`src/hw/dcache_params.svh`:
```
`ifndef DCACHE_PARAMS_SVH
`define DCACHE_PARAMS_SVH

// Number of ways in each set
`define DCACHE_WAYS 2

// Set index width, 16 sets
`define DCACHE_LANES_W 4

// Word-in-line index width
`define DCACHE_OFFSET_W 4

// Words per line, must equal 2**DCACHE_OFFSET_W
`define DCACHE_WORDS 16

`endif

```
`src/hw/dcache_pkg.sv`:
```
`default_nettype none

`include "dcache_params.svh"

package dcache_pkg;

    typedef logic [31:0] word_t;
    typedef logic [31:0] addr_t;

    // Address split: tag | lane | offset | inword
    typedef logic [31-`DCACHE_LANES_W-`DCACHE_OFFSET_W-2:0] tag_t;
    typedef logic [`DCACHE_LANES_W-1:0] lane_t;
    typedef logic [`DCACHE_OFFSET_W-1:0] offset_t;
    typedef logic [1:0] inword_t;

    typedef logic [3:0] byte_mask_t;
    typedef logic [`DCACHE_WAYS-1:0] way_mask_t;
    typedef logic [$clog2(`DCACHE_WAYS)-1:0] way_idx_t;

    typedef enum logic [1:0] {
        NONE      = 2'd0,
        LOAD      = 2'd1,
        STORE     = 2'd2,
        FLUSH_ALL = 2'd3
    } cmd_e;

    // Encoded like the RISC-V funct3 field
    typedef enum logic [2:0] {
        LB  = 3'b000,
        LH  = 3'b001,
        LW  = 3'b010,
        LBU = 3'b100,
        LHU = 3'b101
    } load_type_e;

    typedef enum logic [1:0] {
        SB = 2'b00,
        SH = 2'b01,
        SW = 2'b10
    } store_type_e;

    typedef enum logic [1:0] {
        IDLE        = 2'd0,
        DONE        = 2'd1,
        MISALIGNED  = 2'd2,
        UNKNOWNTYPE = 2'd3
    } response_e;

    typedef enum logic [1:0] {
        ACTIVE,
        REFILL,
        REPLAY,
        FLUSH
    } state_e;

endpackage

`default_nettype wire

```
`src/hw/dcache_ctrl.sv`:
```
`default_nettype none

`include "dcache_params.svh"

module dcache_ctrl
    import dcache_pkg::*;
(
    input  logic        clk,
    input  logic        rst_n,
    input  cmd_e        c_cmd,
    input  addr_t       c_address,
    input  load_type_e  c_load_type,
    input  store_type_e c_store_type,
    input  word_t       c_store_data,
    input  logic        hit,
    input  way_idx_t    hit_way,
    input  logic        mem_rvalid,
    input  word_t       mem_rdata,
    output response_e   c_response,
    output logic        mem_read,
    output logic        mem_write,
    output addr_t       mem_addr,
    output word_t       mem_wdata,
    output byte_mask_t  mem_wstrb,
    output logic        rd_en,
    output lane_t       rd_lane,
    output offset_t     rd_offset,
    output tag_t        cmp_tag,
    output way_mask_t   data_we,
    output way_mask_t   tag_we,
    output lane_t       wr_lane,
    output offset_t     wr_offset,
    output byte_mask_t  wr_mask,
    output word_t       wr_data,
    output logic        invalidate_all,
    output inword_t     inword,
    output load_type_e  load_type
);

    state_e   state;
    logic     os_active;
    offset_t  refill_cnt;
    way_idx_t victim;

    // Output stage payload
    cmd_e        os_cmd;
    tag_t        os_tag;
    lane_t       os_lane;
    offset_t     os_offset;
    inword_t     os_inword;
    load_type_e  os_load_type;
    store_type_e os_store_type;
    word_t       os_store_data;

    tag_t    c_tag;
    lane_t   c_lane;
    offset_t c_offset;

    logic       capture;
    logic       respond;
    logic       unknown_type;
    logic       misaligned;
    logic       req_ok;
    logic       store_go;
    logic       load_miss;
    logic       last_beat;
    byte_mask_t st_mask;
    word_t      st_data;

    assign c_offset = c_address[`DCACHE_OFFSET_W+1:2];
    assign c_lane   = c_address[`DCACHE_LANES_W+`DCACHE_OFFSET_W+1:`DCACHE_OFFSET_W+2];
    assign c_tag    = c_address[31:`DCACHE_LANES_W+`DCACHE_OFFSET_W+2];

    // Only loads and stores occupy the output stage
    assign capture = (state == ACTIVE) && !os_active && (c_cmd == LOAD || c_cmd == STORE);
    assign respond = (state == ACTIVE) && os_active;

    always_ff @(posedge clk) begin
        if (capture) begin
            os_cmd        <= c_cmd;
            os_tag        <= c_tag;
            os_lane       <= c_lane;
            os_offset     <= c_offset;
            os_inword     <= c_address[1:0];
            os_load_type  <= c_load_type;
            os_store_type <= c_store_type;
            os_store_data <= c_store_data;
        end
    end

    // Unknown type wins over misalignment
    always_comb begin
        if (os_cmd == LOAD) begin
            unknown_type = !(os_load_type inside {LB, LBU, LH, LHU, LW});
            case (os_load_type)
                LH, LHU: misaligned = os_inword[0];
                LW:      misaligned = |os_inword;
                default: misaligned = 1'b0;
            endcase
        end else begin
            unknown_type = !(os_store_type inside {SB, SH, SW});
            case (os_store_type)
                SH:      misaligned = os_inword[0];
                SW:      misaligned = |os_inword;
                default: misaligned = 1'b0;
            endcase
        end
    end

    assign req_ok    = respond && !unknown_type && !misaligned;
    assign store_go  = req_ok && (os_cmd == STORE);
    assign load_miss = req_ok && (os_cmd == LOAD) && !hit;
    assign last_beat = mem_rvalid && (refill_cnt == offset_t'(`DCACHE_WORDS - 1));

    // Store lanes and data placed at the byte offset
    always_comb begin
        case (os_store_type)
            SB: begin
                st_mask = 4'b0001 << os_inword;
                st_data = {24'b0, os_store_data[7:0]} << {os_inword, 3'b000};
            end
            SH: begin
                st_mask = 4'b0011 << os_inword;
                st_data = {16'b0, os_store_data[15:0]} << {os_inword, 3'b000};
            end
            default: begin
                st_mask = 4'b1111;
                st_data = os_store_data;
            end
        endcase
    end

    always_comb begin
        c_response = IDLE;
        if (state == FLUSH) begin
            c_response = DONE;
        end else if (respond) begin
            if (unknown_type) begin
                c_response = UNKNOWNTYPE;
            end else if (misaligned) begin
                c_response = MISALIGNED;
            end else if (os_cmd == STORE || hit) begin
                c_response = DONE;
            end
        end
    end

    assign mem_read  = load_miss;
    assign mem_write = store_go;
    assign mem_addr  = {os_tag, os_lane, store_go ? os_offset : offset_t'(0), 2'b00};
    assign mem_wdata = st_data;
    assign mem_wstrb = st_mask;

    // Lookup comes from the core, or from the stage during replay
    assign rd_en     = capture || (state == REPLAY);
    assign rd_lane   = (state == REPLAY) ? os_lane : c_lane;
    assign rd_offset = (state == REPLAY) ? os_offset : c_offset;
    assign cmp_tag   = os_tag;

    assign wr_lane   = os_lane;
    assign wr_offset = (state == REFILL) ? refill_cnt : os_offset;
    assign wr_mask   = (state == REFILL) ? 4'b1111 : st_mask;
    assign wr_data   = (state == REFILL) ? mem_rdata : st_data;

    always_comb begin
        data_we = '0;
        tag_we  = '0;
        if (state == REFILL && mem_rvalid) begin
            data_we[victim] = 1'b1;
            tag_we[victim]  = last_beat;
        end else if (store_go && hit) begin
            // Write through, update only on hit
            data_we[hit_way] = 1'b1;
        end
    end

    assign invalidate_all = (state == FLUSH);
    assign inword         = os_inword;
    assign load_type      = os_load_type;

    always_ff @(posedge clk) begin
        if (!rst_n) begin
            state      <= ACTIVE;
            os_active  <= 1'b0;
            refill_cnt <= '0;
            victim     <= '0;
        end else begin
            case (state)
                ACTIVE: begin
                    if (load_miss) begin
                        state      <= REFILL;
                        refill_cnt <= '0;
                    end else if (respond) begin
                        os_active <= 1'b0;
                    end else if (capture) begin
                        os_active <= 1'b1;
                    end else if (c_cmd == FLUSH_ALL) begin
                        state <= FLUSH;
                    end
                end
                REFILL: begin
                    if (mem_rvalid) begin
                        refill_cnt <= refill_cnt + 1'b1;
                    end
                    if (last_beat) begin
                        state  <= REPLAY;
                        victim <= way_idx_t'(victim + 1'b1);
                    end
                end
                // Stage stays active so ACTIVE answers from the new line
                REPLAY: state <= ACTIVE;
                default: state <= ACTIVE;
            endcase
        end
    end

endmodule

`default_nettype wire

```
`config.mk`:
```
export PLATFORM = sky130hd
export DESIGN_NAME = dcache_ctrl
export DESIGN_NICKNAME = d
export VERILOG_FILES = /design/src/hw/dcache_pkg.sv /design/src/hw/dcache_ctrl.sv
export VERILOG_INCLUDE_DIRS = /design/src /design/src/hw
export SDC_FILE = /design/constraint.sdc
export NUM_CORES = 1
export LEC_CHECK = 0
export BUFFER_PORTS_ARGS = -buffer_cell sky130_fd_sc_hd__buf_2
export CORE_ASPECT_RATIO = 0.8
export CORE_UTILIZATION = 40
export CTS_CLUSTER_SIZE = 12
export DETAILED_ROUTE_END_ITERATION = 7
export PLACE_DENSITY = 0.77
export RECOVER_POWER = 50
export SYNTH_ARGS = -nofsm -noshare
export SYNTH_HDL_FRONTEND = slang
export SYNTH_SLANG_ARGS = --single-unit
```
`constraint.sdc`:
```
create_clock -name clk -period 5.9 [get_ports clk]
set_input_delay 0.885 -clock clk [delete_from_list [all_inputs] [get_ports clk]]
set_output_delay 0.885 -clock clk [all_outputs]
set_load 0.02 [all_outputs]
```
==> metrics.txt, run 1 <==
Skew-Pair Late Insertion Delay 340 ps; clk root buf clkbuf_16; Post-synth EDFFs between 70 and 80; Horiz. Die Dim approximately 110 µm; largest net degree at the start of global routing 43; GRT overflow 0; period utilization 67.8%; failing checks capacitance limit, slew limit; Peak Freq about 0.25 GHz; post-CTS setup buffers 0; register share of total power a little under a third; Data required, critical path around 5900 ps; Netlist cell types 43; Most used DFF post-synth edfxtp_1; register area 0.00229 mm²; Remaining DRCs 0; fillers between 900 and 1000; IO Port Bufs about 260; max-slew violations 77; setup TNS 0 ps; first-pass GRT wire length between 15000 and 20000 µm; Diodes inserted 0; layout net count between 600 and 700; die span in y between 90 and 100 µm; CTS Buffer Depth 2; Vias/cell around 5.0; Total Wirelength roughly 11000 µm; Synth Warn # 0; Clock power frac 19.3%; DP Wirelength 8980 µm; net switching fraction of the power approximately 45%; Max rail drop VDD between 200 and 250 µV; fin crit period approximately 4000 ps; CP startpoint kind input pin; DR iter-0 viols 226; asr flop ratio synth 0%; max cap viols 2; power share of the combinational group 50.1%; Max Clock Skew a little under 8 ps; vias in the first global route about 3300; DR vias 3540; Fin. Hold Viols 0; htree depth 3; Critical Path AT 3980 ps; CTS clk-pin slew, worst paths 60 ps; CTS Buf Count 9; Power Dens Cells 529 mW/mm²; crit path max fanout 39; total iterations of the first detailed-routing run 4; number of antenna violations at the first check in global routing 1; Worst-Margin Slew approximately 2600 ps; GRT Total Usage a little over a fifth; ANT nets after route 0; Final setup viols 0; Hold Buf Count CTS 0; CTS tree done; layout cells sized above 1 between 40% and 50%; placer congestion estimate 0.768; die area approximately 0.011 mm²; multi-input logic area approximately 0.0015 mm²; Layout area overhead 35.7%; P_int approximately 0.0016 W; unrepaired setup endpoints after global routing no; core area around 0.0098 mm²; critical path class input pin to register; Initial Utilization roughly 42%; number of synthesized register bits a little under 80; Leakage 2.42 nW; Cell Area, Synth between 0.004 and 0.005 mm²; Mapped Cells approximately 340; Hold WC Path Type register to register; Cell Rows 32; synthesized area per cell 11.9 µm²; Psw ~0.0013 W; # resized after CTS 0; worst hold slack between 500 and 600 ps; worst relative slew slack -73.2%; status finished with violations; I/O pin count approximately 270; Seq/Total Area, Yosys roughly 56%; WL/cell around 16 µm; clock sinks 79; crit path capture type register
==> power groups by stage <==
stage          sequential (W)  combinational, W  clock [W]
3_3_place_gp         0.000891           0.00146          0
4_1_cts              0.000886           0.00149   0.000574
2_1_floorplan        0.000952          0.000988          0
5_1_grt              0.000911           0.00156   0.000594
6_report             0.000893           0.00146   0.000562
3_5_place_dp         0.000896           0.00148          0
==> logic make-up (layout without fill, tap and decap cells) <==
| family | count (synthesis) | count (layout) | synth area share (%) |
|---|---|---|---|
| AND/OR/NAND/NOR | 113 | 113 | 13.7 |
| flip-flops | 79 | 79 | 56.5 |
| AO/OA/AOI/OAI | 54 | 54 | 9.55 |
| buffers and inverters | 48 | 284 | 7.03 |
| multiplexers | 40 | 40 | 11.1 |
| adder cells (fa/ha/maj) | 6 | 6 | 1.85 |
| other | 1 | 2 | 0.0924 |
| XOR/XNOR | 1 | 1 | 0.216 |
==> state kept, by name, indices dropped and copies added, names as in the netlist <==
name and count:
wr_lane 4, os_active 1, os_store_type 2, load_type 3
inword 2, cmp_tag 22, victim 1, refill_cnt 4
os_store_data 32, os_offset 4, state 2, os_cmd 2
==> cell type report <==
class                      count  area share, %
sequential                    79           41.6
multi-input combinational    216           27.0
timing repair buffer         263           22.5
clock buffer                   9           4.09
tap                          136           3.09
clock inverter                 7           1.43
inverter                       5          0.341
==> cells in the mapped netlist, types with 8 or more instances <==
cell / number / area [µm²]
a221oi_1: 9 / 78.8
a22oi_1: 8 / 60.1
and2_1: 15 / 93.8
buf_4: 28 / 210
clkbuf_1: 14 / 52.6
dfxtp_1: 8 / 160
edfxtp_1: 71 / 2130
mux2_2: 40 / 450
nand2_1: 37 / 139
nand2b_1: 8 / 50.1
nor2_1: 26 / 97.6
o21ai_0: 21 / 105
==> critical path, cell delays in order <==
cell	delay (ps)
buf_2	100
ha_1	300
nand2_1	70
nor2_1	1890
buf_4	700
==> worst paths after layout <==
path,slack (ps),start,to,depth (start not counted)
min,540,refill_cnt[1],refill_cnt[1],2
max reg2reg,2200,state[1],os_store_data[3],4
min reg2reg,540,refill_cnt[1],refill_cnt[1],2
max,1900,c_cmd[1],os_store_data[3],5
==> per-layer routing <==
layer  vias to the layer above  part of all wire (%)  global-route usage [%]
li1                       1684                     -                       -
met1                      1648                    43                    26.3
met2                       190                    48                    34.9
met3                        18                   7.8                    7.07
met4                         0                   1.8                    7.03
met5                         -                     0                       0
==> cells in the final DEF, fill, tap and decap left out, types with 4 or more instances in the layout <==
master	Yosys	final
buf_2	0	197
edfxtp_1	71	71
clkbuf_1	14	65
mux2_2	40	40
nand2_1	37	37
nor2_1	26	25
o21ai_0	21	21
and2_1	15	14
a221oi_1	9	9
clkbuf_16	0	9
nand2b_1	8	8
a22oi_1	8	8
dfxtp_1	8	8
nand3_1	7	7
ha_1	6	6
inv_1	4	4
nor2b_1	4	4
==> stage by stage <==
step / instance area [µm²] / setup slack [ps] / total power, W / utilization, % / std cells
CTS: 5600 / 2380 / 0.00295 / 57.4 / 715
detailed placement: 5300 / 2720 / 0.00238 / 54.2 / 699
global route: 5510 / 1530 / 0.00307 / 56.4 / 715
finish: 5510 / 1900 / 0.00291 / 56.4 / 715
floorplan: 4060 / 1180 / 0.00194 / - / 343
global placement: 5300 / 2840 / 0.00235 / 54.2 / 699
Power figures use the tool's default switching activity.
==> inputs of run 2 (changes only) <==
--- a/config.mk
+++ b/config.mk
@@ -6,12 +6,13 @@
 export SDC_FILE = /design/constraint.sdc
 export NUM_CORES = 1
 export LEC_CHECK = 0
+export ABC_AREA = 1
 export BUFFER_PORTS_ARGS = -buffer_cell sky130_fd_sc_hd__buf_2
 export CORE_ASPECT_RATIO = 0.8
 export CORE_UTILIZATION = 40
 export CTS_CLUSTER_SIZE = 12
 export DETAILED_ROUTE_END_ITERATION = 7
-export PLACE_DENSITY = 0.77
+export PLACE_DENSITY = 0.76
 export RECOVER_POWER = 50
 export SYNTH_ARGS = -nofsm -noshare
 export SYNTH_HDL_FRONTEND = slang
==> constraint.sdc (replaced) <==
create_clock -name clk -period 3.7 [get_ports clk]
set_input_delay 0.555 -clock clk [delete_from_list [all_inputs] [get_ports clk]]
set_output_delay 0.555 -clock clk [all_outputs]
set_load 0.02 [all_outputs]
==> metrics.txt, run 2 <==
setup TNS 0 ps; post-CTS setup buffers 0; Hold Buf Count CTS 0; fillers between 900 and 1000; Max rail drop VDD ~420 µV; DP Cell Count approximately 840; ANT nets after route 0; Most used DFF post-synth edfxtp_1; Netlist cell types 36; Mapped Cells 470; Power Dens Cells ~860 mW/mm²; htree depth 3; Final setup viols 0; Worst-Margin Slew between 1500 and 2000 ps; worst relative slew slack -21.2%; R2R Path End load_type[1]; critical path class register to primary output; CP top delay family compound AO/OA/AOI/OAI gates; Cell Area, Synth 0.00420 mm²; DR iter-0 viols 203; post-route insts no fill between 800 and 900; number of antenna violations at the first check in global routing 1; max cap viols 1; Hold WC Path Type input pin to register; first-pass GRT wire length 17900 µm; CTS Buffer Depth 2; Worst Hold Path EP cmp_tag[0]; DR vias between 4000 and 5000; asr flop ratio synth 0%; Vias/cell approximately 4.8; I/O pin count 265; R2R depth 4; die area ~0.011 mm²; Synth top area share between 50% and 60%; Worst R2R Setup Slack between 800 and 900 ps; commonest non-fill, non-tap cell in the layout buf_2; Total Wirelength 12400 µm; failing checks capacitance limit, slew limit; layout cells sized above 1 33.3%; max-slew violations 72; CP startpoint kind register; CTS Buf Count 9; Layout area overhead 34.0%; GRT overflow 0; layout net count between 800 and 900; core area between 0.01 and 0.015 mm²; worst hold slack about 400 ps; Initial Utilization slightly above 40%; crit path capture type primary output; most frequent cells in the layout 196 x buf_2, 158 x nand2_1, 71 x edfxtp_1, 66 x clkbuf_1, 45 x inv_1; Fin. Hold Viols 0; synth top area cells edfxtp_1 51%, nand2_1 14%, buf_4 5.0%; Seq/Total Area, Yosys between 50% and 60%; IO Port Bufs roughly 260; Remaining DRCs 0; DP Wirelength 9630 µm; CTS tree done; largest net degree at the start of global routing between 70 and 80; period utilization 79.0%; hold path depth 1; WL/cell 14.5 µm; max FFs per register 32; Critical Path AT roughly 2400 ps; hold path start c_address[10]; CP cell instances inv_1 > ha_1 > inv_1 > o21ai_0 > o21ai_0 > o21ai_0 > nand2_1 > nand2_1 > buf_2; fin crit period roughly 2900 ps; synthesized area per cell slightly below 9 µm²; Peak Freq 0.342 GHz; vias in the first global route ~3700; placer congestion estimate 0.828; # resized after CTS 0; clk root buf clkbuf_16; GRT Total Usage between 20 and 25%; Largest Register os_store_data; r2r startpoint state[1]; Crit path largest cell delay roughly 420 ps; Max Clock Skew roughly 6 ps; area leader, netlist edfxtp_1; unrepaired setup endpoints after global routing no; most used cell, CP o21ai_0; Skew-Pair Late Insertion Delay ~330 ps; top-count cell post-synth nand2_1; number of synthesized register bits around 80; Cell Rows 33; status finished with violations; Slowest cell on crit path edfxtp_1; Horiz. Die Dim roughly 120 µm; die span in y approximately 94 µm; Data required, critical path between 3000 and 4000 ps; Worst Path Buf+Inv 3; total iterations of the first detailed-routing run 5; clock sinks between 70 and 80; Post-synth top cells 156 x nand2_1, 71 x edfxtp_1, 45 x inv_1, 38 x o21ai_0, 37 x nor2_1; Synth Warn # 0; CTS clk-pin slew, worst paths 60 ps; crit path max fanout 8; Leakage 2.74 nW; Post-synth EDFFs a little over 70
[run 2: worst reg2reg max path: cells and delay by family, from the launching register on]
family        cells  cell delay (ps)
flops             1              350
simple gates      2              550
buf+inv           2             1460
[run 2: worst max-delay path by stage]
stage / cells past startpoint / endpoint / startpoint / slack [ps]
floorplan: 5 / rd_en / c_cmd[0] / 50
global placement: 9 / wr_data[27] / os_store_type[1] / 1300
detailed placement: 9 / wr_data[31] / os_store_type[1] / 1180
CTS: 9 / wr_data[31] / os_store_type[1] / 800
global route: 4 / os_offset[2] / state[1] / 600
finish: 9 / wr_data[31] / os_store_type[1] / 780
[run 2: metrics by stage]
step                power (W)  utilization, %  instance area [µm²]  worst slack, ps
global placement      0.00398            53.2                 5450             1300
global route          0.00516            55.0                 5630              603
floorplan             0.00323               -                 4210             54.5
finish                0.00485            55.0                 5630              778
detailed placement    0.00404            53.2                 5450             1180
CTS                   0.00495            56.2                 5760              802
[run 2: area by class of cell]
type / instances / area, µm² / share of cell area, %
Timing Repair Buffer: 265 / 1250 / 22.2
Clock inverter: 7 / 80.1 / 1.42
Tap cell: 140 / 175 / 3.11
Sequential cell: 79 / 2290 / 40.7
Clock buffer: 9 / 225 / 4.00
Inverter: 50 / 188 / 3.33
Antenna cell: 1 / 2.50 / 0.0445
Multi-Input combinational cell: 302 / 1420 / 25.2
[run 2: logic make-up (layout without fill, tap and decap cells)]
logic type / after synthesis / after routing / synth area share [%]
AO/OA/AOI/OAI: 68 / 68 / 8.76
adder cells (fa/ha/maj): 6 / 6 / 1.79
buffers and inverters: 90 / 331 / 10.8
flip-flops: 79 / 79 / 54.6
multiplexers: 4 / 4 / 1.07
other: 1 / 3 / 0.0893
AND/OR/NAND/NOR: 222 / 222 / 22.9
[run 2: routing by layer]
layer	vias up	global-route usage (%)	wire (µm)
li1	1985	-	-
met2	187	38.2	6100
met5	-	0	0
met1	1908	26.4	5210
met4	0	6.96	189
met3	16	6.68	892
[run 2: report_power, final]
group | internal, W | switching [W] | total, W
Sequential | 0.00130 | 0.000141 | 0.00144
Clock | 0.000532 | 0.000369 | 0.000901
Combinational | 0.000694 | 0.00182 | 0.00251
Total | 0.00252 | 0.00233 | 0.00485
